<file path="config.mk">
export PLATFORM = sky130hd
export DESIGN_NAME = frontend
export DESIGN_NICKNAME = d
export VERILOG_FILES = /design/src/hw/frontend_pkg.sv /design/src/hw/queue_ctrl_if.sv /design/src/hw/fetch_stream_if.sv /design/src/hw/fetch_ctrl.sv /design/src/hw/fetch_queue.sv /design/src/hw/instr_assembly.sv /design/src/hw/frontend.sv
export SDC_FILE = /design/constraint.sdc
export NUM_CORES = 1
export LEC_CHECK = 0
export BUFFER_PORTS_ARGS = -buffer_cell sky130_fd_sc_hd__buf_2
export CAP_MARGIN = 40
export CORE_UTILIZATION = 25
export DETAILED_ROUTE_END_ITERATION = 12
export GPL_TIMING_DRIVEN = 1
export PLACE_DENSITY = 0.45
export SETUP_SLACK_MARGIN = 0.15
export SYNTH_ARGS = -nofsm -noshare
export SYNTH_HDL_FRONTEND = slang
export SYNTH_HIERARCHICAL = 1
export SYNTH_SLANG_ARGS = --single-unit
</file>
<file path="constraint.sdc">
create_clock -name clk -period 5.47 [get_ports clk]
set_input_delay 0 -clock clk [delete_from_list [all_inputs] [get_ports clk]]
set_output_delay 0 -clock clk [all_outputs]
set_load 0.01 [all_outputs]
</file>
<file path="src/hw/frontend_pkg.sv">
package frontend_pkg;

	// ------------------------------------------------------------------------
	// Widths
	// ------------------------------------------------------------------------

	// Byte address width on the fetch bus
	localparam int W_ADDR = 32;
	// Fetch bus data width
	// Assembly assumes exactly two parcels per word
	localparam int W_DATA = 32;
	// One compressed parcel
	localparam int W_HALF = 16;

	// ------------------------------------------------------------------------
	// Types
	// ------------------------------------------------------------------------

	// One 16-bit instruction parcel
	typedef logic [W_HALF-1:0] half_t;

	// Parcel pair, upper parcel first so it lines up with bit order
	typedef struct packed {
		half_t hi;
		half_t lo;
	} half_pair_t;

	// Current instruction register
	// Whole word for a 32-bit instruction, lo alone for a 16-bit one
	typedef union packed {
		logic [31:0] word;
		half_pair_t  half;
	} cir_t;

	// Fetched bus word, stored whole and split into parcels by assembly
	typedef union packed {
		logic [W_DATA-1:0] word;
		half_pair_t        half;
	} fetch_word_t;

	// Halfword count for CIR valid, decode request and yard level
	typedef logic [1:0] hw_count_t;

endpackage

</file>
<file path="src/hw/queue_ctrl_if.sv">
`timescale 1ns/1ps

interface queue_ctrl_if;

	// Jump accepted this cycle
	// Queue read side is emptied
	logic jump_taken;
	// Stale fetches still outstanding, incoming bus data is thrown away
	logic drop;
	// Next kept word begins at its upper parcel
	logic unaligned_dph;

	// Queue occupancy, used for fetch throttling
	logic full;
	logic almost_full;

	// Fetch control side
	modport ctrl (
		output jump_taken,
		output drop,
		output unaligned_dph,
		input  full,
		input  almost_full
	);

	// Queue side
	modport queue (
		input  jump_taken,
		input  drop,
		input  unaligned_dph,
		output full,
		output almost_full
	);

endinterface

</file>
<file path="src/hw/fetch_stream_if.sv">
`timescale 1ns/1ps

interface fetch_stream_if import frontend_pkg::*; ();

	// Word on offer, either queue head or bypassed bus data
	fetch_word_t word;
	logic        vld;
	// Jump or drop in progress
	// Assembly empties its yard
	logic        flush;
	// Only the upper parcel of word belongs to the new stream
	logic        unaligned;

	// Assembly has room for two parcels
	// Transfer happens when vld and take are both high
	logic        take;

	// Queue side
	modport src (
		output word,
		output vld,
		output flush,
		output unaligned,
		input  take
	);

	// Assembly side
	modport dst (
		input  word,
		input  vld,
		input  flush,
		input  unaligned,
		output take
	);

endinterface

</file>
<file path="src/hw/fetch_ctrl.sv">
`timescale 1ns/1ps

module fetch_ctrl import frontend_pkg::*; #(
	parameter int FIFO_DEPTH = 2
) (
	input  logic              clk,
	input  logic              rst_n,

	// Bus address phase plus data-phase completion for counting
	output logic [W_ADDR-1:0] mem_addr,
	output logic              mem_size,
	output logic              mem_addr_vld,
	input  logic              mem_addr_rdy,
	input  logic              mem_data_vld,

	// Jump request from the core
	input  logic [W_ADDR-1:0] jump_target,
	input  logic              jump_target_vld,
	output logic              jump_target_rdy,

	queue_ctrl_if.ctrl        q
);

	// Outstanding fetch limit
	// A single-word queue can absorb only one fetch in flight
	localparam logic [1:0] MAX_PENDING = (FIFO_DEPTH > 1) ? 2'd2 : 2'd1;

	logic              addr_hold;
	logic [1:0]        pending_fetches;
	logic [1:0]        pending_next;
	logic [1:0]        flush_pending;
	logic [W_ADDR-1:0] fetch_addr;
	logic              addr_accept;
	logic              jump_now;
	logic              unaligned_now;
	logic              unaligned_aph;
	logic              unaligned_dph;
	logic              fetch_stall;

	assign addr_accept     = mem_addr_vld && mem_addr_rdy;
	// Jumps wait while the bus is holding an address
	assign jump_target_rdy = !addr_hold;
	assign jump_now        = jump_target_vld && jump_target_rdy;
	assign unaligned_now   = jump_now && jump_target[1];
	assign pending_next    = pending_fetches + {1'b0, addr_accept} - {1'b0, mem_data_vld};

	// ------------------------------------------------------------------------
	// Bus state tracking
	// ------------------------------------------------------------------------

	always_ff @(posedge clk or negedge rst_n) begin
		if (!rst_n) begin
			addr_hold       <= 1'b0;
			pending_fetches <= 2'd0;
			flush_pending   <= 2'd0;
		end else begin
			// Address must stay put until the bus takes it
			addr_hold       <= mem_addr_vld && !mem_addr_rdy;
			pending_fetches <= pending_next;
			if (jump_now) begin
				// All fetches already out are stale
				// The jump fetch itself is never in this count
				flush_pending <= pending_fetches - {1'b0, mem_data_vld};
			end else if (flush_pending != 2'd0 && mem_data_vld) begin
				flush_pending <= flush_pending - 2'd1;
			end
		end
	end

	// Fetch address runs ahead of decode in whole words
	always_ff @(posedge clk or negedge rst_n) begin
		if (!rst_n) begin
			fetch_addr <= '0;
		end else if (jump_now) begin
			// Step past the target only if it went out this cycle
			fetch_addr <= {jump_target[W_ADDR-1:2], 2'b00}
				+ (mem_addr_rdy ? W_ADDR'(4) : W_ADDR'(0));
		end else if (addr_accept) begin
			fetch_addr <= fetch_addr + W_ADDR'(4);
		end
	end

	// ------------------------------------------------------------------------
	// Unaligned jump tracking
	// ------------------------------------------------------------------------

	// aph marks a held address that still needs the halfword offset
	// dph marks a first kept word that must be loaded from its upper parcel
	always_ff @(posedge clk or negedge rst_n) begin
		if (!rst_n) begin
			unaligned_aph <= 1'b0;
			unaligned_dph <= 1'b0;
		end else begin
			if (mem_addr_rdy) begin
				unaligned_aph <= 1'b0;
			end
			if (mem_data_vld && flush_pending == 2'd0) begin
				unaligned_dph <= 1'b0;
			end
			// New jump wins over the clears above
			// Its own target decides both flags, aligned or not
			if (jump_now) begin
				unaligned_dph <= jump_target[1];
				unaligned_aph <= jump_target[1] && !mem_addr_rdy;
			end
		end
	end

	// ------------------------------------------------------------------------
	// Address phase request
	// ------------------------------------------------------------------------

	// Built from registered counts so bus ready has no path into the request
	assign fetch_stall = q.full
		|| (q.almost_full && pending_fetches != 2'd0)
		|| pending_fetches >= MAX_PENDING;

	// Priority is held address, then jump, then next word
	always_comb begin
		mem_addr     = fetch_addr;
		mem_size     = 1'b1;
		mem_addr_vld = 1'b1;
		if (addr_hold) begin
			mem_addr = {fetch_addr[W_ADDR-1:2], unaligned_aph, 1'b0};
			mem_size = !unaligned_aph;
		end else if (jump_target_vld) begin
			// Halfword access for a target in the upper parcel
			mem_addr = {jump_target[W_ADDR-1:1], 1'b0};
			mem_size = !unaligned_now;
		end else if (fetch_stall) begin
			mem_addr_vld = 1'b0;
		end
	end

	assign q.jump_taken    = jump_now;
	assign q.drop          = flush_pending != 2'd0;
	assign q.unaligned_dph = unaligned_dph;

	// Stale fetches are a subset of the fetches in flight
	a_flush_le_pending: assert property (@(posedge clk) disable iff (!rst_n)
		flush_pending <= pending_fetches)
		else $error("flush count exceeds pending fetches");

endmodule

</file>
<file path="src/hw/fetch_queue.sv">
`timescale 1ns/1ps

module fetch_queue import frontend_pkg::*; #(
	parameter int FIFO_DEPTH = 2
) (
	input  logic        clk,
	input  logic        rst_n,
	input  fetch_word_t mem_data,
	input  logic        mem_data_vld,
	queue_ctrl_if.queue q,
	fetch_stream_if.src s
);

	// Extra pointer bit tells full from empty
	localparam int W_PTR = $clog2(FIFO_DEPTH) + 1;
	// Slot index width, one bit even for a single slot
	localparam int W_IDX = (FIFO_DEPTH > 1) ? $clog2(FIFO_DEPTH) : 1;

	fetch_word_t      mem [FIFO_DEPTH];
	logic [W_PTR-1:0] wptr;
	logic [W_PTR-1:0] rptr;
	logic [W_IDX-1:0] widx;
	logic [W_IDX-1:0] ridx;
	logic [W_PTR-1:0] level;
	logic             empty;
	logic             keep;
	logic             push;
	logic             pop;

	// Storage slot from pointer with the depth a power of two
	assign widx  = W_IDX'(wptr & W_PTR'(FIFO_DEPTH - 1));
	assign ridx  = W_IDX'(rptr & W_PTR'(FIFO_DEPTH - 1));
	assign level = wptr - rptr;
	assign empty = level == '0;

	assign q.full        = level == W_PTR'(FIFO_DEPTH);
	assign q.almost_full = level == W_PTR'(FIFO_DEPTH - 1);

	// ------------------------------------------------------------------------
	// Stream side
	// ------------------------------------------------------------------------

	assign s.flush     = q.jump_taken || q.drop;
	assign s.unaligned = q.unaligned_dph;

	// Beat from the old stream, or one landing in a jump cycle, is lost
	assign keep = mem_data_vld && !s.flush;

	// Empty queue passes the bus beat straight through
	assign s.word = empty ? mem_data : mem[ridx];
	assign s.vld  = !s.flush && (!empty || keep);

	// Beat is stored only when nobody takes it right away
	assign push = keep && !(empty && s.take);
	assign pop  = !empty && s.vld && s.take;

	// ------------------------------------------------------------------------
	// Pointers and storage
	// ------------------------------------------------------------------------

	always_ff @(posedge clk or negedge rst_n) begin
		if (!rst_n) begin
			wptr <= '0;
			rptr <= '0;
		end else begin
			if (push) begin
				wptr <= wptr + 1'b1;
			end
			// Jump discards everything between the pointers
			if (q.jump_taken) begin
				rptr <= wptr;
			end else if (pop) begin
				rptr <= rptr + 1'b1;
			end
		end
	end

	always_ff @(posedge clk) begin
		if (push) begin
			mem[widx] <= mem_data;
		end
	end

	// Fetch throttling must leave a slot for every beat in flight
	a_no_overflow: assert property (@(posedge clk) disable iff (!rst_n)
		!(push && q.full))
		else $error("fetch queue overflow");

	// Untaken word stays on offer until taken or flushed
	a_word_held: assert property (@(posedge clk) disable iff (!rst_n)
		s.vld && !s.take |=> s.flush || (s.vld && $stable(s.word)))
		else $error("fetch stream word lost while stalled");

endmodule

</file>
<file path="src/hw/instr_assembly.sv">
`timescale 1ns/1ps

module instr_assembly import frontend_pkg::*; (
	input  logic        clk,
	input  logic        rst_n,
	fetch_stream_if.dst s,
	output cir_t        cir,
	output hw_count_t   cir_vld,
	input  hw_count_t   cir_req
);

	// Yard is {hwbuf, cir.hi, cir.lo}, filled from lo upward
	// buf_level counts valid parcels in it, 0 to 3
	hw_count_t buf_level;
	hw_count_t consumption;
	hw_count_t level_after;
	hw_count_t level_next;
	half_t     hwbuf;
	half_t     yard [3];
	logic      xfer;

	// Decode never frees more than it holds
	assign consumption = (cir_req <= cir_vld) ? cir_req : cir_vld;
	assign level_after = buf_level - consumption;

	// Room for a whole word once decode has taken its share
	assign s.take = level_after <= 2'd1;
	assign xfer   = s.vld && s.take;

	// ------------------------------------------------------------------------
	// Level update
	// ------------------------------------------------------------------------

	always_comb begin
		if (s.flush) begin
			level_next = '0;
		end else if (xfer && s.unaligned) begin
			// Only the upper parcel is from the jump target
			level_next = level_after + 2'd1;
		end else if (xfer) begin
			level_next = level_after + 2'd2;
		end else begin
			level_next = level_after;
		end
	end

	always_ff @(posedge clk or negedge rst_n) begin
		if (!rst_n) begin
			buf_level <= '0;
			cir_vld   <= '0;
		end else begin
			buf_level <= level_next;
			// Third parcel sits in hwbuf, CIR shows at most two
			cir_vld   <= (level_next > 2'd2) ? 2'd2 : level_next;
		end
	end

	// ------------------------------------------------------------------------
	// Parcel movement
	// ------------------------------------------------------------------------

	// Shift out consumed parcels, then backfill above what remains
	//   1 consumed: hi drops to lo, hwbuf to hi
	//   2 consumed: hwbuf drops to lo
	//   unaligned:  upper fetch parcel alone lands at the fill point
	always_comb begin
		yard[0] = cir.half.lo;
		yard[1] = cir.half.hi;
		yard[2] = hwbuf;
		if (consumption == 2'd1) begin
			yard[0] = cir.half.hi;
			yard[1] = hwbuf;
		end else if (consumption == 2'd2) begin
			yard[0] = hwbuf;
		end
		// take guarantees the fill point is 0 or 1
		if (xfer) begin
			if (s.unaligned) begin
				yard[level_after] = s.word.half.hi;
			end else begin
				yard[level_after]        = s.word.half.lo;
				yard[level_after + 2'd1] = s.word.half.hi;
			end
		end
	end

	// Parcel contents are qualified by the level
	always_ff @(posedge clk) begin
		cir.half.lo <= yard[0];
		cir.half.hi <= yard[1];
		hwbuf       <= yard[2];
	end

	// Decode request protocol
	a_req_range: assert property (@(posedge clk) disable iff (!rst_n)
		cir_req <= 2'd2)
		else $error("cir_req above two halfwords");

	a_req_when_empty: assert property (@(posedge clk) disable iff (!rst_n)
		!(cir_vld == 2'd0 && cir_req == 2'd1))
		else $error("cir_req of one with empty CIR");

endmodule

</file>
<file path="src/hw/frontend.sv">
`timescale 1ns/1ps

module frontend import frontend_pkg::*; #(
	// Queue depth in words, power of two
	parameter int FIFO_DEPTH = 2
) (
	input  logic              clk,
	input  logic              rst_n,

	// Fetch bus, AHB-lite style address and data phases
	output logic [W_ADDR-1:0] mem_addr,
	output logic              mem_size,
	output logic              mem_addr_vld,
	input  logic              mem_addr_rdy,
	input  logic [W_DATA-1:0] mem_data,
	input  logic              mem_data_vld,

	// Jump request
	input  logic [W_ADDR-1:0] jump_target,
	input  logic              jump_target_vld,
	output logic              jump_target_rdy,

	// Decode side
	output cir_t              cir,
	output hw_count_t         cir_vld,
	input  hw_count_t         cir_req
);

	queue_ctrl_if   qc ();
	fetch_stream_if fs ();

	// ------------------------------------------------------------------------
	// Address generation and flush bookkeeping
	// ------------------------------------------------------------------------

	fetch_ctrl #(
		.FIFO_DEPTH (FIFO_DEPTH)
	) u_fetch_ctrl (
		.clk             (clk),
		.rst_n           (rst_n),
		.mem_addr        (mem_addr),
		.mem_size        (mem_size),
		.mem_addr_vld    (mem_addr_vld),
		.mem_addr_rdy    (mem_addr_rdy),
		.mem_data_vld    (mem_data_vld),
		.jump_target     (jump_target),
		.jump_target_vld (jump_target_vld),
		.jump_target_rdy (jump_target_rdy),
		.q               (qc.ctrl)
	);

	// Word buffer between bus and assembly
	fetch_queue #(
		.FIFO_DEPTH (FIFO_DEPTH)
	) u_fetch_queue (
		.clk          (clk),
		.rst_n        (rst_n),
		.mem_data     (mem_data),
		.mem_data_vld (mem_data_vld),
		.q            (qc.queue),
		.s            (fs.src)
	);

	// Parcels into CIR
	instr_assembly u_instr_assembly (
		.clk     (clk),
		.rst_n   (rst_n),
		.s       (fs.dst),
		.cir     (cir),
		.cir_vld (cir_vld),
		.cir_req (cir_req)
	);

endmodule

</file>
# ---- After elaboration in Yosys (flattened, before gate mapping)
# Memory sizes are Yosys's and may differ from the RTL's.
# Index checks and enable logic that the tools add are counted.
dict set report word_totals {
  mem_bits_rw 64
  out_inout_bits 69
  regBits 95
  mem_count 1
  input_bits 71
}
# memory depth word_bits read_ports rd_clocked_by_memory_dff write_ports line_no
set mem_list {}
lappend mem_list {u_fetch_queue.mem 2 32 1 0 1 fetch_queue.sv:19} ;# fetch_word_t mem [FIFO_DEPTH];
dict set report op_classes {
  add_sub_neg 12
  n_eq_ne 4
  magnitude_cmp 8
  muxes 38
  n_reduce_logical 38
  bitwise_logic 2
}
# operator n
set ops {}
lappend ops {{32-bit two-way mux} 5}
lappend ops {{48-bit bitwise mux} 3}
lappend ops {{48-bit two-way mux} 2}
lappend ops {{16-bit two-way mux} 5}
lappend ops {{16-bit demux with 2-bit select} 2}
lappend ops {{32-bit by 3-bit adder with 32-bit output, second input constant} 1}
lappend ops {{32-bit adder} 1}
lappend ops {{1-bit logical AND} 18}
lappend ops {{2-bit two-way mux} 9}
lappend ops {{2-bit nonzero test} 7}
lappend ops {{1-bit two-way mux} 11}
lappend ops {{1-bit logical NOT} 7}
lappend ops {{2-bit by 1-bit adder with 2-bit output, second input constant} 3}
lappend ops {{3-bit greater-or-equal comparator, second input constant} 2}
lappend ops {{3-bit by 1-bit less-than comparator with 1-bit output, second input constant} 2}
lappend ops {{2-bit NOT with 3-bit output} 2}
lappend ops {{2-bit by 1-bit equality test with 1-bit output, second input constant} 2}
lappend ops {{2-bit equality test, second input constant} 2}
lappend ops {{2-bit logical NOT} 2}
lappend ops {{1-bit logical OR} 4}
lappend ops {{2-bit by 1-bit subtractor with 2-bit output} 2}
lappend ops {{2-bit subtractor} 2}
lappend ops {{3-bit two-way mux} 1}
lappend ops {{2-bit by 1-bit adder with 2-bit output} 1}
lappend ops {{6 further kinds} 6}

# ---- Depth between registers and ports, before layout
# Gate-level depths: netlist of run 1.
dict set report depth {
  depth_word 13
  depth_mapped 19
  depth_no_buf 15
}

# ---- Hierarchy
# The synthesis of run 1 kept the hierarchy.
# module seq_area_each_um2 n_inst cells_per_inst area_each_um2
set by_module_without_submodules {}
lappend by_module_without_submodules {instr_assembly 1196.1 1 470 3955.0}
lappend by_module_without_submodules {fetch_queue 2021.9 1 216 3140.5}
lappend by_module_without_submodules {fetch_ctrl 925.9 1 401 3094.2}

# ---- Least setup slack after synthesis of run 1
# No wires, ideal clock.
dict set report synth_timing {
  path_type {register to register}
  startpoint {reg u_instr_assembly.cir_vld[0]}
  endpoint {mem u_fetch_queue/mem[1][0] in the netlist's numbering, enable pin}
  stages_incl_launch_ff 14
  path_slack_ns 0.571
  path_buffers 3
  arrival_ns 4.459
  setup_time_ns 0.441
  path_cell_list {dfrtp_1 -> ha_1 -> a21oi_1 -> a22oi_4 -> nand2_4 -> buf_6 -> inv_1 -> ha_1 -> xnor2_2 -> ha_1 -> buf_2 -> buf_1 -> nand2b_1 -> a31oi_1}
}
dict set report synth_via {
  elab_chain_cells 9
}
# element line_no
set synth_lines {}
lappend synth_lines {{from (decl)} instr_assembly.sv:8} ;# output hw_count_t cir_vld,
lappend synth_lines {{from (signal assigned)} instr_assembly.sv:54} ;# cir_vld <= (level_next > 2'd2) ? 2'd2 : level_next;
lappend synth_lines {{2-bit less-or-equal comparator} instr_assembly.sv:23} ;# assign consumption = (cir_req <= cir_vld) ? cir_req : cir_vld;
lappend synth_lines {{2-bit two-way mux (*)} instr_assembly.sv:23}
lappend synth_lines {{2-bit subtractor (*)} instr_assembly.sv:24} ;# assign level_after = buf_level - consumption;
lappend synth_lines {{2-bit by 1-bit less-or-equal comparator with 1-bit output (*)} instr_assembly.sv:27} ;# assign s.take = level_after <= 2'd1;
lappend synth_lines {{via fs.take} fetch_stream_if.sv:16} ;# logic take;
lappend synth_lines {{1-bit logical AND (*)} fetch_queue.sv:54} ;# assign push = keep && !(empty && s.take);
lappend synth_lines {{1-bit logical NOT (*)} fetch_queue.sv:54}
lappend synth_lines {{1-bit logical AND (*)} fetch_queue.sv:54}
lappend synth_lines {{1-bit two-way mux (*)} fetch_queue.sv:79} ;# if (push) begin
lappend synth_lines {{1-bit two-way mux (not written as such) (*)} fetch_queue.sv:80} ;# mem[widx] <= mem_data;
lappend synth_lines {{to (decl)} fetch_queue.sv:19}
# Mark *: on every way through the listed nets, which the timed path passes. The rest lies on a longest branch.

==> metrics, run 1 <==
Critical Path Start u_instr_assembly/buf_level[1]$_DFF_PN0_; Comb pwr share 63.1%; fin crit period 3760 ps; Max FO, Critical Path 11; cells along the critical path inv_1, ha_1, a21oi_1, a22oi_4, nand2_4, inv_1, ha_1, xnor2_2, inv_1, ha_1, nor2b_2, buf_6, a21oi_1, nor2_1, nor2_1, a221oi_2; grt total ovfl 0; Avg Inst Size Synth 9.37 sq um; R2R Path Start u_instr_assembly/buf_level[1]$_DFF_PN0_; Critical Path Slowest Stage Cell nor2b_2; gr usage total 15.6%; Clock Power Share 14.2%; PwrDens 679 nW/um^2; dominant synthesized flop cell edfxtp_1; Required @ worst endpoint 5830 ps; Antenna Nets Post-Route 0; sw frac 49.7%; Core Region 40000 sq um; Synth cell types 73; largest stage delay on the critical path 580 ps; Synth Cell Area 10200 sq um; most frequent cells in the layout nand2_1, buf_2, nor2_1, mux2i_1, edfxtp_1; die height 204 microns; CTS tree yes; mux cell area share after synthesis 11.3%; PostCTS Resize Cnt 0; starting density of the core 25.5%; # Post-CTS Setup Buffers 0; number of synthesized flops with an enable pin 80; synthesized flop and latch total 156; final hold vios 0; Reg clk slew, reported paths 80 ps; RSZ-0062 raised after global routing no; CP endpoint kind flop; nets@finish 1355; Setup TNS Final 0 ps; crit path kind flop to flop; run status complete, no violations; Cells after Synth 1087; simple-gate share of the synthesized area 19.3%; skew final 13.0 ps; P_int 4.32 mW; FFs w/ async S/R, synth 28.2%; largest family of logic cells by synthesized area simple AND/OR/NAND/NOR gates; initial antenna violation count 1; total routed wirelength 31900 microns; vias in the first global route 8649; leak pwr 5.11 nW; Slew Viols, Final 0; Final Setup Violations 0; Pre-antenna DRT Iters 5; fraction of layout cells with a size suffix above 1 20.5%; CTS root buf clkbuf_16; largest net degree at the start of global routing 63; Post-CTS Hold Buffers 75; period utilization 68.7%; HP Class primary input to flop; DRC Markers 0; worst-skew pair later-pin latency 450 ps; CTS Buf Count 17; number of DRC markers in iteration 0 611; Wirelength per Cell 17.7 microns; Final Core Density 31.7%; Worst Hold Launch jump_target[18]; H-tree depth reported by CTS 4; Post-Synth XOR/XNOR Area 5.32%; Syn Nets 1175; crit path DAT 4120 ps; Rows 73; hpwl dp 21600 microns; Syn-to-layout area delta 24.3%; Max Freq 266 MHz; sequential share of power 22.7%; first-pass GRT wire length 49900 microns; sequential-to-total area share from yosys stat 40.7%; Die X 204 microns; CTS Sinks 156; die footprint 41600 sq um; I/O Buffers 137; Compound-Gate Fraction of Synth Area 15.6%; CP Launch Type flop; synth warn 6; boundary pin count 140; fraction of the mapped netlist area in adder cells 2.09%; ANT cells 0; worst slew pin tran 872 ps; GPL Wtd Cong 0.777; P_sw 4.28 mW; worst slack, placed 1780 ps; DR vias 8673; number of max-cap violations 0; commonest non-fill, non-tap cell in the layout nand2_1; Peak VDD IR 0.000342 V; CTS Buffer Depth 2; Rel. slew slack 41.9%; setup ws final 1710 ps; Vias/cell 4.80
-- critical path, delay by kind of cell (launching register included) --
kind	cells	cell delay (ps)
fa+ha+maj	3	1000
buf+inv	4	480
compound gates	4	700
xor+xnor	1	200
flops	1	410
simple gates	4	880
-- worst paths after layout --
path                                                        endpoint  slack [ps]  cells after the start
hold / removal               u_fetch_ctrl/fetch_addr[18]$_DFFE_PN0P_          40                      4
setup / recovery                     u_instr_assembly/cir[7]$_DFF_P_        1710                     16
max in group asynchronous          u_fetch_queue/rptr[0]$_DFFE_PN0P_        4820                      3
min in group asynchronous    u_fetch_ctrl/fetch_addr[13]$_DFFE_PN0P_         170                      3
hold reg to reg            u_fetch_ctrl/pending_fetches[1]$_DFF_PN0_         520                      1
setup reg to reg                     u_instr_assembly/cir[7]$_DFF_P_        1710                     16
-- through the flow --
stage | total power [mW] | hold slack [ps] | cells | cell area [sq um]
3_3_place_gp | 7.29 | 148 | 1694 | 11300
4_1_cts | 8.68 | 20.6 | 1805 | 12700
3_5_place_dp | 7.37 | 138 | 1698 | 11300
5_1_grt | 9.28 | 99.8 | 1805 | 12700
2_1_floorplan | 5.96 | -296 | 1087 | 10200
6_report | 8.60 | 43.9 | 1805 | 12700
-- layer usage --
metal / global-route usage [%] / routed length, microns / vias to the layer above
li1: - / - / 4280
met5: 0 / 17 / -
met1: 19.3 / 14000 / 4144
met2: 26.1 / 15300 / 203
met4: 6.87 / 1130 / 2
met3: 3.25 / 1410 / 44
-- power by group through the flow --
stage	logic (mW)	clock network (mW)	registers, mW
after detailed placement	5.39	0	1.98
final	5.42	1.22	1.95
after global placement	5.30	0	1.99
after floorplan	4.00	0	1.96
after CTS	5.46	1.27	1.96
after global routing	5.96	1.31	2.01
-- cells by family after synthesis --
logic type / after synthesis
AO/OA/AOI/OAI: 228
adder cells (fa/ha/maj): 17
buffers and inverters: 102
AND/OR/NAND/NOR: 409
other: 1
XOR/XNOR: 61
flip-flops: 156
multiplexers: 113
-- cell usage after synthesis (all sizes together) (2+ instances only) --
cell type,count,area share (%)
nand2,154,5.7
nor2,107,3.9
mux2i,97,9.5
o21ai,94,5.4
edfxtp,80,24
nand3,55,2.8
buf,52,3.7
a21oi,47,2.3
dfrtp,44,11
xnor2,42,3.7
dfxtp,32,6.3
clkbuf,25,1.1
inv,24,0.88
o22ai,24,1.5
nand4,21,1.4
xor2,19,1.6
a22oi,17,1.4
ha,17,2.1
a221oi,16,2.4
a22o,16,1.4
mux2,16,1.8
nor3,12,0.64
and4,9,0.80
and2,7,0.45
and3,7,0.43
nor2b,7,0.43
or3,7,0.43
nor4,6,0.79
nand2b,4,0.25
o211ai,4,0.29
a211o,3,0.26
or4,3,0.26
a31oi,2,0.27
-- sequential cells by signal (all words and copies together) (netlist names) --
| register | count |
|---|---|
| u_instr_assembly/cir | 32 |
| u_fetch_queue/rptr | 2 |
| u_instr_assembly/cir_vld | 1 |
| u_fetch_ctrl/fetch_addr | 30 |
| u_fetch_queue/mem | 64 |
| u_fetch_ctrl/flush_pending | 2 |
| u_fetch_ctrl/q.unaligned_dph | 1 |
| u_fetch_ctrl/pending_fetches | 2 |
| u_fetch_queue/wptr | 2 |
| u_instr_assembly/buf_level | 2 |
| u_fetch_ctrl/unaligned_aph | 1 |
| u_fetch_ctrl/addr_hold | 1 |
| u_instr_assembly/hwbuf | 16 |
-- area by class of cell --
class / instances / area (sq um)
Multi-Input combinational cell: 829 / 5500
Tap cell: 525 / 657
Fill cell: 4192 / 27300
Timing Repair Buffer: 238 / 1680
Inverter: 25 / 93.8
Sequential cell: 156 / 4150
Clock inverter: 15 / 166
Clock buffer: 17 / 425
No activity file was read; power rests on OpenSTA's default activity.
==> inputs of run 2 (changes only) <==
- ABC_AREA: default -> 1
- PLACE_DENSITY: 0.45 -> 0.46
- clock period: 5.47 -> 3.34 ns (I/O delays scaled with it)
==> metrics, run 2 <==
initial antenna violation count 4; max reg flops 64; Peak VDD IR 0.000477 V; Avg Inst Size Synth 6.93 sq um; RSZ-0062 raised after global routing yes; H-tree depth reported by CTS 4; Max Freq 333 MHz; CP Launch Type flop; Synth cell types 48; Rows 77; Pre-antenna DRT Iters 5; Required @ worst endpoint 3670 ps; DRC Markers 0; worst-skew pair later-pin latency 450 ps; HP Class primary input to flop; grt total ovfl 0; DR vias 10918; crit path buf inv count 7; most frequent cells in the layout nand2_1, inv_1, nor2_1, buf_2, nand3_1; fraction of layout cells with a size suffix above 1 16.4%; I/O Buffers 137; Synth top cells by count nand2_1, inv_1, nor2_1, nand3_1, o21ai_0; most frequent CP cell nand2_2; reg2reg end u_instr_assembly/cir[11]$_DFF_P_; register with the most flip-flops u_fetch_queue/mem; number of synthesized flops with an enable pin 80; synth warn 6; CTS root buf clkbuf_16; sequential-to-total area share from yosys stat 36.9%; Largest regs u_fetch_queue/mem x64, u_instr_assembly/cir x32, u_fetch_ctrl/fetch_addr x30; synthesized flop and latch total 156; Slew Viols, Final 0; Die X 214 microns; first-pass GRT wire length 58300 microns; largest stage delay on the critical path 410 ps; CTS Buf Count 17; Critical Path Start u_instr_assembly/buf_level[1]$_DFF_PN0_; nets@finish 1875; Max FO, Critical Path 26; reg2reg path depth 21; fin crit period 3000 ps; worst slew pin tran 838 ps; M1 WL 18200 microns; crit path DAT 3330 ps; largest net degree at the start of global routing 82; Worst Hold End u_fetch_ctrl/fetch_addr[13]$_DFFE_PN0P_; run status complete, no violations; total routed wirelength 36500 microns; hpwl dp 26800 microns; final hold vios 0; Vias/cell 4.56; most area-hungry cell type in the Yosys netlist edfxtp_1; gr usage total 16.0%; crit-path leading delay family adder cells; starting density of the core 25.4%; CTS tree yes; most frequent cell after synthesis nand2_1; R2R Setup Slk 340 ps; boundary pin count 140; crit path kind flop to flop; Core Region 44200 sq um; Cells after Synth 1619; Synth area leaders edfxtp_1, nand2_1, dfrtp_1, inv_1, dfxtp_1; Wirelength per Cell 15.3 microns; die footprint 45800 sq um; Synth Cell Area 11200 sq um; Pwr Total 14.4 mW; PwrDens 1040 nW/um^2; Syn-to-layout area delta 22.6%; footprint of the multi-input gates 5900 sq um; hold depth 5; CTS Buffer Depth 2; Syn Nets 1707; post-synth top area share 21.4%; CTS Sinks 156; DR WL met3 1940 microns; Sequential Area 4140 sq um; Setup TNS Final 0 ps; Reg clk slew, reported paths 70 ps; dominant synthesized flop cell edfxtp_1; routed wl met2 15800 microns; FFs w/ async S/R, synth 28.2%; Critical Path Slowest Stage Cell dfrtp_1; Filler cells 4766; R2R Path Start u_instr_assembly/buf_level[1]$_DFF_PN0_; cells along the critical path inv_2, ha_4, nand2_2, nand2_2, nand2_2, nand2_4, nand2_2, inv_2, ha_4, xor2_4, inv_2, ha_1, buf_4, nand2_1, inv_1, o21ai_0, inv_1, nand2_1, nand2_1, inv_1, a21oi_1; period utilization 89.8%; Final Setup Violations 0; DR top layer met5; Worst Hold Launch jump_target[13]; die height 214 microns; GPL Wtd Cong 0.869; Rel. slew slack 44.2%; Antenna Nets Post-Route 0; number of DRC markers in iteration 0 810; skew final 14.2 ps; commonest non-fill, non-tap cell in the layout nand2_1; CP endpoint kind flop; vias in the first global route 10348; number of max-cap violations 0; leak pwr 6.37 nW
-- run 2: cell count changes after synthesis, sizes merged, moves of 37 or more --
cell   change
mux2i     -97
nand3     +77
a31oi     +37
nor2      +72
nand2    +379
inv      +192
xnor2     -37
-- run 2: metal layers --
metal  track usage (%)  vias to the layer above
met5                 0                        -
met4              4.17                        6
met3              2.94                       36
met2              24.0                      289
met1              23.3                     4988
li1                  -                     5599
-- run 2: per-stage QoR --
| stage | utilization [%] | hold slack [ps] | worst slack [ps] | cell area, sq um | std cells |
|---|---|---|---|---|---|
| final | 31.1 | 31.7 | 340 | 13800 | 2392 |
| after global routing | 31.1 | 79.4 | 116 | 13800 | 2392 |
| after CTS | 31.1 | 13.6 | 343 | 13700 | 2389 |
| after detailed placement | 28.4 | 70.1 | 367 | 12500 | 2295 |
| after global placement | 28.4 | 86.5 | 369 | 12500 | 2295 |
| after floorplan | - | -296 | 91.0 | 11400 | 1619 |
-- run 2: worst max path at each step --
| stage | endpoint | slack (ps) | cells after the start |
|---|---|---|---|
| 3_5_place_dp | u_instr_assembly/cir[24]$_DFF_P_ | 370 | 17 |
| 6_report | u_instr_assembly/cir[11]$_DFF_P_ | 340 | 21 |
| 5_1_grt | u_instr_assembly/cir[11]$_DFF_P_ | 120 | 21 |
| 2_1_floorplan | u_fetch_queue/mem[1][0]$_DFFE_PP_ | 90 | 19 |
| 3_3_place_gp | u_instr_assembly/cir[24]$_DFF_P_ | 370 | 17 |
| 4_1_cts | u_instr_assembly/cir[24]$_DFF_P_ | 340 | 17 |
-- run 2: repair_timing --
item	in CTS	in global routing
resized for setup	0	8
hold endpoints to repair	116	0
setup endpoints to repair	0	16
hold buffers	63	0
buffers inserted	0	2
-- run 2: power breakdown --
| group | total [mW] | internal [mW] | switching (mW) |
|---|---|---|---|
| sequential | 3.26 | 2.75 | 0.501 |
| combinational | 9.18 | 2.94 | 6.23 |
| clock | 1.94 | 1.04 | 0.903 |
| total | 14.4 | 6.74 | 7.64 |
-- run 2: tightest hold or removal path: stages --
cell,delay [ps]
buf_2,140
o21ai_0,80
nand3_1,80
nand3_1,90
nand2_1,50
-- run 2: kinds of logic after synthesis --
group           Yosys count  synth area share [%]
simple gates            893                  34.9
buf+inv                 299                  11.6
compound gates          235                  13.3
flops                   156                  36.9
xor+xnor                 18                  1.47
fa+ha+maj                17                  1.89
other cells               1                0.0334
-- run 2: area by class of cell --
type | instances | area share (%)
multi-input combinational | 1164 | 42.9
sequential | 156 | 30.1
timing repair buffer | 229 | 11.4
inverter | 219 | 6.12
tap | 592 | 5.38
clock buffer | 17 | 3.09
clock inverter | 14 | 1.00
antenna | 1 | 0.0182
==> inputs of run 3 (changes only) <==
- PLACE_DENSITY: 0.46 -> 0.45
- clock period: 3.34 -> 3 ns (I/O delays scaled with it)
==> metrics, run 3 (synthesis results as in run 2) <==
run status complete, no violations; crit path kind flop to flop; hpwl dp 27500 microns; fraction of layout cells with a size suffix above 1 18.4%; max reg flops 64; starting density of the core 25.4%; final hold vios 0; initial antenna violation count 6; crit path DAT 2920 ps; HP Class primary input to flop; Critical Path Start u_instr_assembly/cir_vld[0]$_DFF_PN0_; boundary pin count 140; Peak VDD IR 0.000814 V; Slew Viols, Final 0; CTS root buf clkbuf_16; Antenna Nets Post-Route 0; CP endpoint kind flop; Max FO, Critical Path 19; Final Setup Violations 0; CTS tree yes; Core Region 44200 sq um; Syn-to-layout area delta 24.7%; Vias/cell 4.60; Die X 214 microns; Largest regs u_fetch_queue/mem x64, u_instr_assembly/cir x32, u_fetch_ctrl/fetch_addr x30; ANT cells 0; Wirelength per Cell 15.6 microns; Rows 77; register with the most flip-flops u_fetch_queue/mem; GPL Wtd Cong 0.873; die height 214 microns; total routed wirelength 37500 microns; H-tree depth reported by CTS 4; Reg clk slew, reported paths 70 ps; worst-skew pair later-pin latency 440 ps; R2R Path Start u_instr_assembly/cir_vld[0]$_DFF_PN0_; die footprint 45800 sq um; skew final 14.1 ps; grt total ovfl 0; Rel. slew slack 47.5%; leak pwr 6.48 nW; DR vias 11066; I/O Buffers 137; largest net degree at the start of global routing 79; Pre-antenna DRT Iters 5; DRC Markers 0; first-pass GRT wire length 58200 microns; design area 14000 sq um; worst slack, placed 135 ps; number of max-cap violations 0; Required @ worst endpoint 3160 ps; setup ws final 236 ps; PwrDens 1210 nW/um^2; CTS Buffer Depth 2; nets@finish 1888; number of DRC markers in iteration 0 760; vias in the first global route 10132; Max Freq 362 MHz; gr usage total 16.1%; CTS Sinks 156; most frequent cells in the layout nand2_1, inv_1, nor2_1, buf_2, nand3_1; commonest non-fill, non-tap cell in the layout nand2_1; worst slew pin tran 787 ps; RSZ-0062 raised after global routing yes; Placed Area 12700 sq um; Worst Hold Launch jump_target[20]; CTS Buf Count 17; period utilization 92.1%; CP Launch Type flop; fin crit period 2760 ps
run 3: power by group:
part / total (mW) / switching, mW / internal (mW)
Combinational: 11.2 / 7.37 / 3.87
Clock: 2.06 / 0.919 / 1.14
Sequential: 3.64 / 0.570 / 3.07
run 3: final cells by class:
type	instances	area, sq um
Tap cell	592	741
Inverter	219	862
Sequential cell	156	4140
Clock inverter	11	95.1
Fill cell	4811	30200
Multi-Input combinational cell	1164	5990
Timing Repair Buffer	242	1720
Clock buffer	21	440
run 3: path summary, 6_finish.rpt:
| check | to | slack, ps | cells past startpoint |
|---|---|---|---|
| worst max-delay path | u_instr_assembly/hwbuf[7]$_DFFE_PP_ | 240 | 15 |
| worst min-delay path | u_fetch_ctrl/fetch_addr[20]$_DFFE_PN0P_ | 10 | 6 |
| worst max register to register | u_instr_assembly/hwbuf[7]$_DFFE_PP_ | 240 | 15 |
| worst min register to register | u_fetch_ctrl/fetch_addr[31]$_DFFE_PN0P_ | 520 | 2 |
| max in group asynchronous | u_instr_assembly/buf_level[1]$_DFF_PN0_ | 2090 | 3 |
| min in group asynchronous | u_fetch_ctrl/fetch_addr[18]$_DFFE_PN0P_ | 170 | 2 |
run 3: critical path, cell delays in order (launching register included):
cell      delay [ps]
dfrtp_1          410
ha_1             290
nand2_2          130
nand2_4           80
nand2_4           70
nand2_2           50
inv_2             60
ha_4             150
xor2_4           180
inv_2             90
ha_4             210
buf_4            150
buf_4            200
nand2_1          100
a21boi_0         190
o22ai_1          130
run 3: what timing repair did:
action                     CTS  global route
buffers inserted             2            11
hold endpoints to repair   114             0
setup endpoints to repair    4           124
pin swaps                    1             2
resized for setup            1            38
hold buffers                53             0
gates cloned                 0             2
run 3: per-layer routing:
layer	global-route usage (%)	up-vias	part of all wire [%]
met5	0	-	0.20
met4	4.29	12	1.5
met3	3.26	38	4.9
met2	23.7	291	43
met1	23.5	5093	50
li1	-	5632	-
run 3: stage by stage:
| stage | util (%) | setup TNS, ps | hold slack, ps | std cells | total power [mW] |
|---|---|---|---|---|---|
| finish | 31.6 | 0 | 14.6 | 2405 | 16.9 |
| CTS | 31.1 | 0 | 1.26 | 2392 | 16.4 |
| global route | 31.6 | 0 | 15.7 | 2405 | 18.4 |
| floorplan | - | -13660 | -296 | 1619 | 11.2 |
| detailed placement | 28.7 | 0 | 131 | 2305 | 14.2 |
| global placement | 28.7 | 0 | 129 | 2305 | 14.1 |
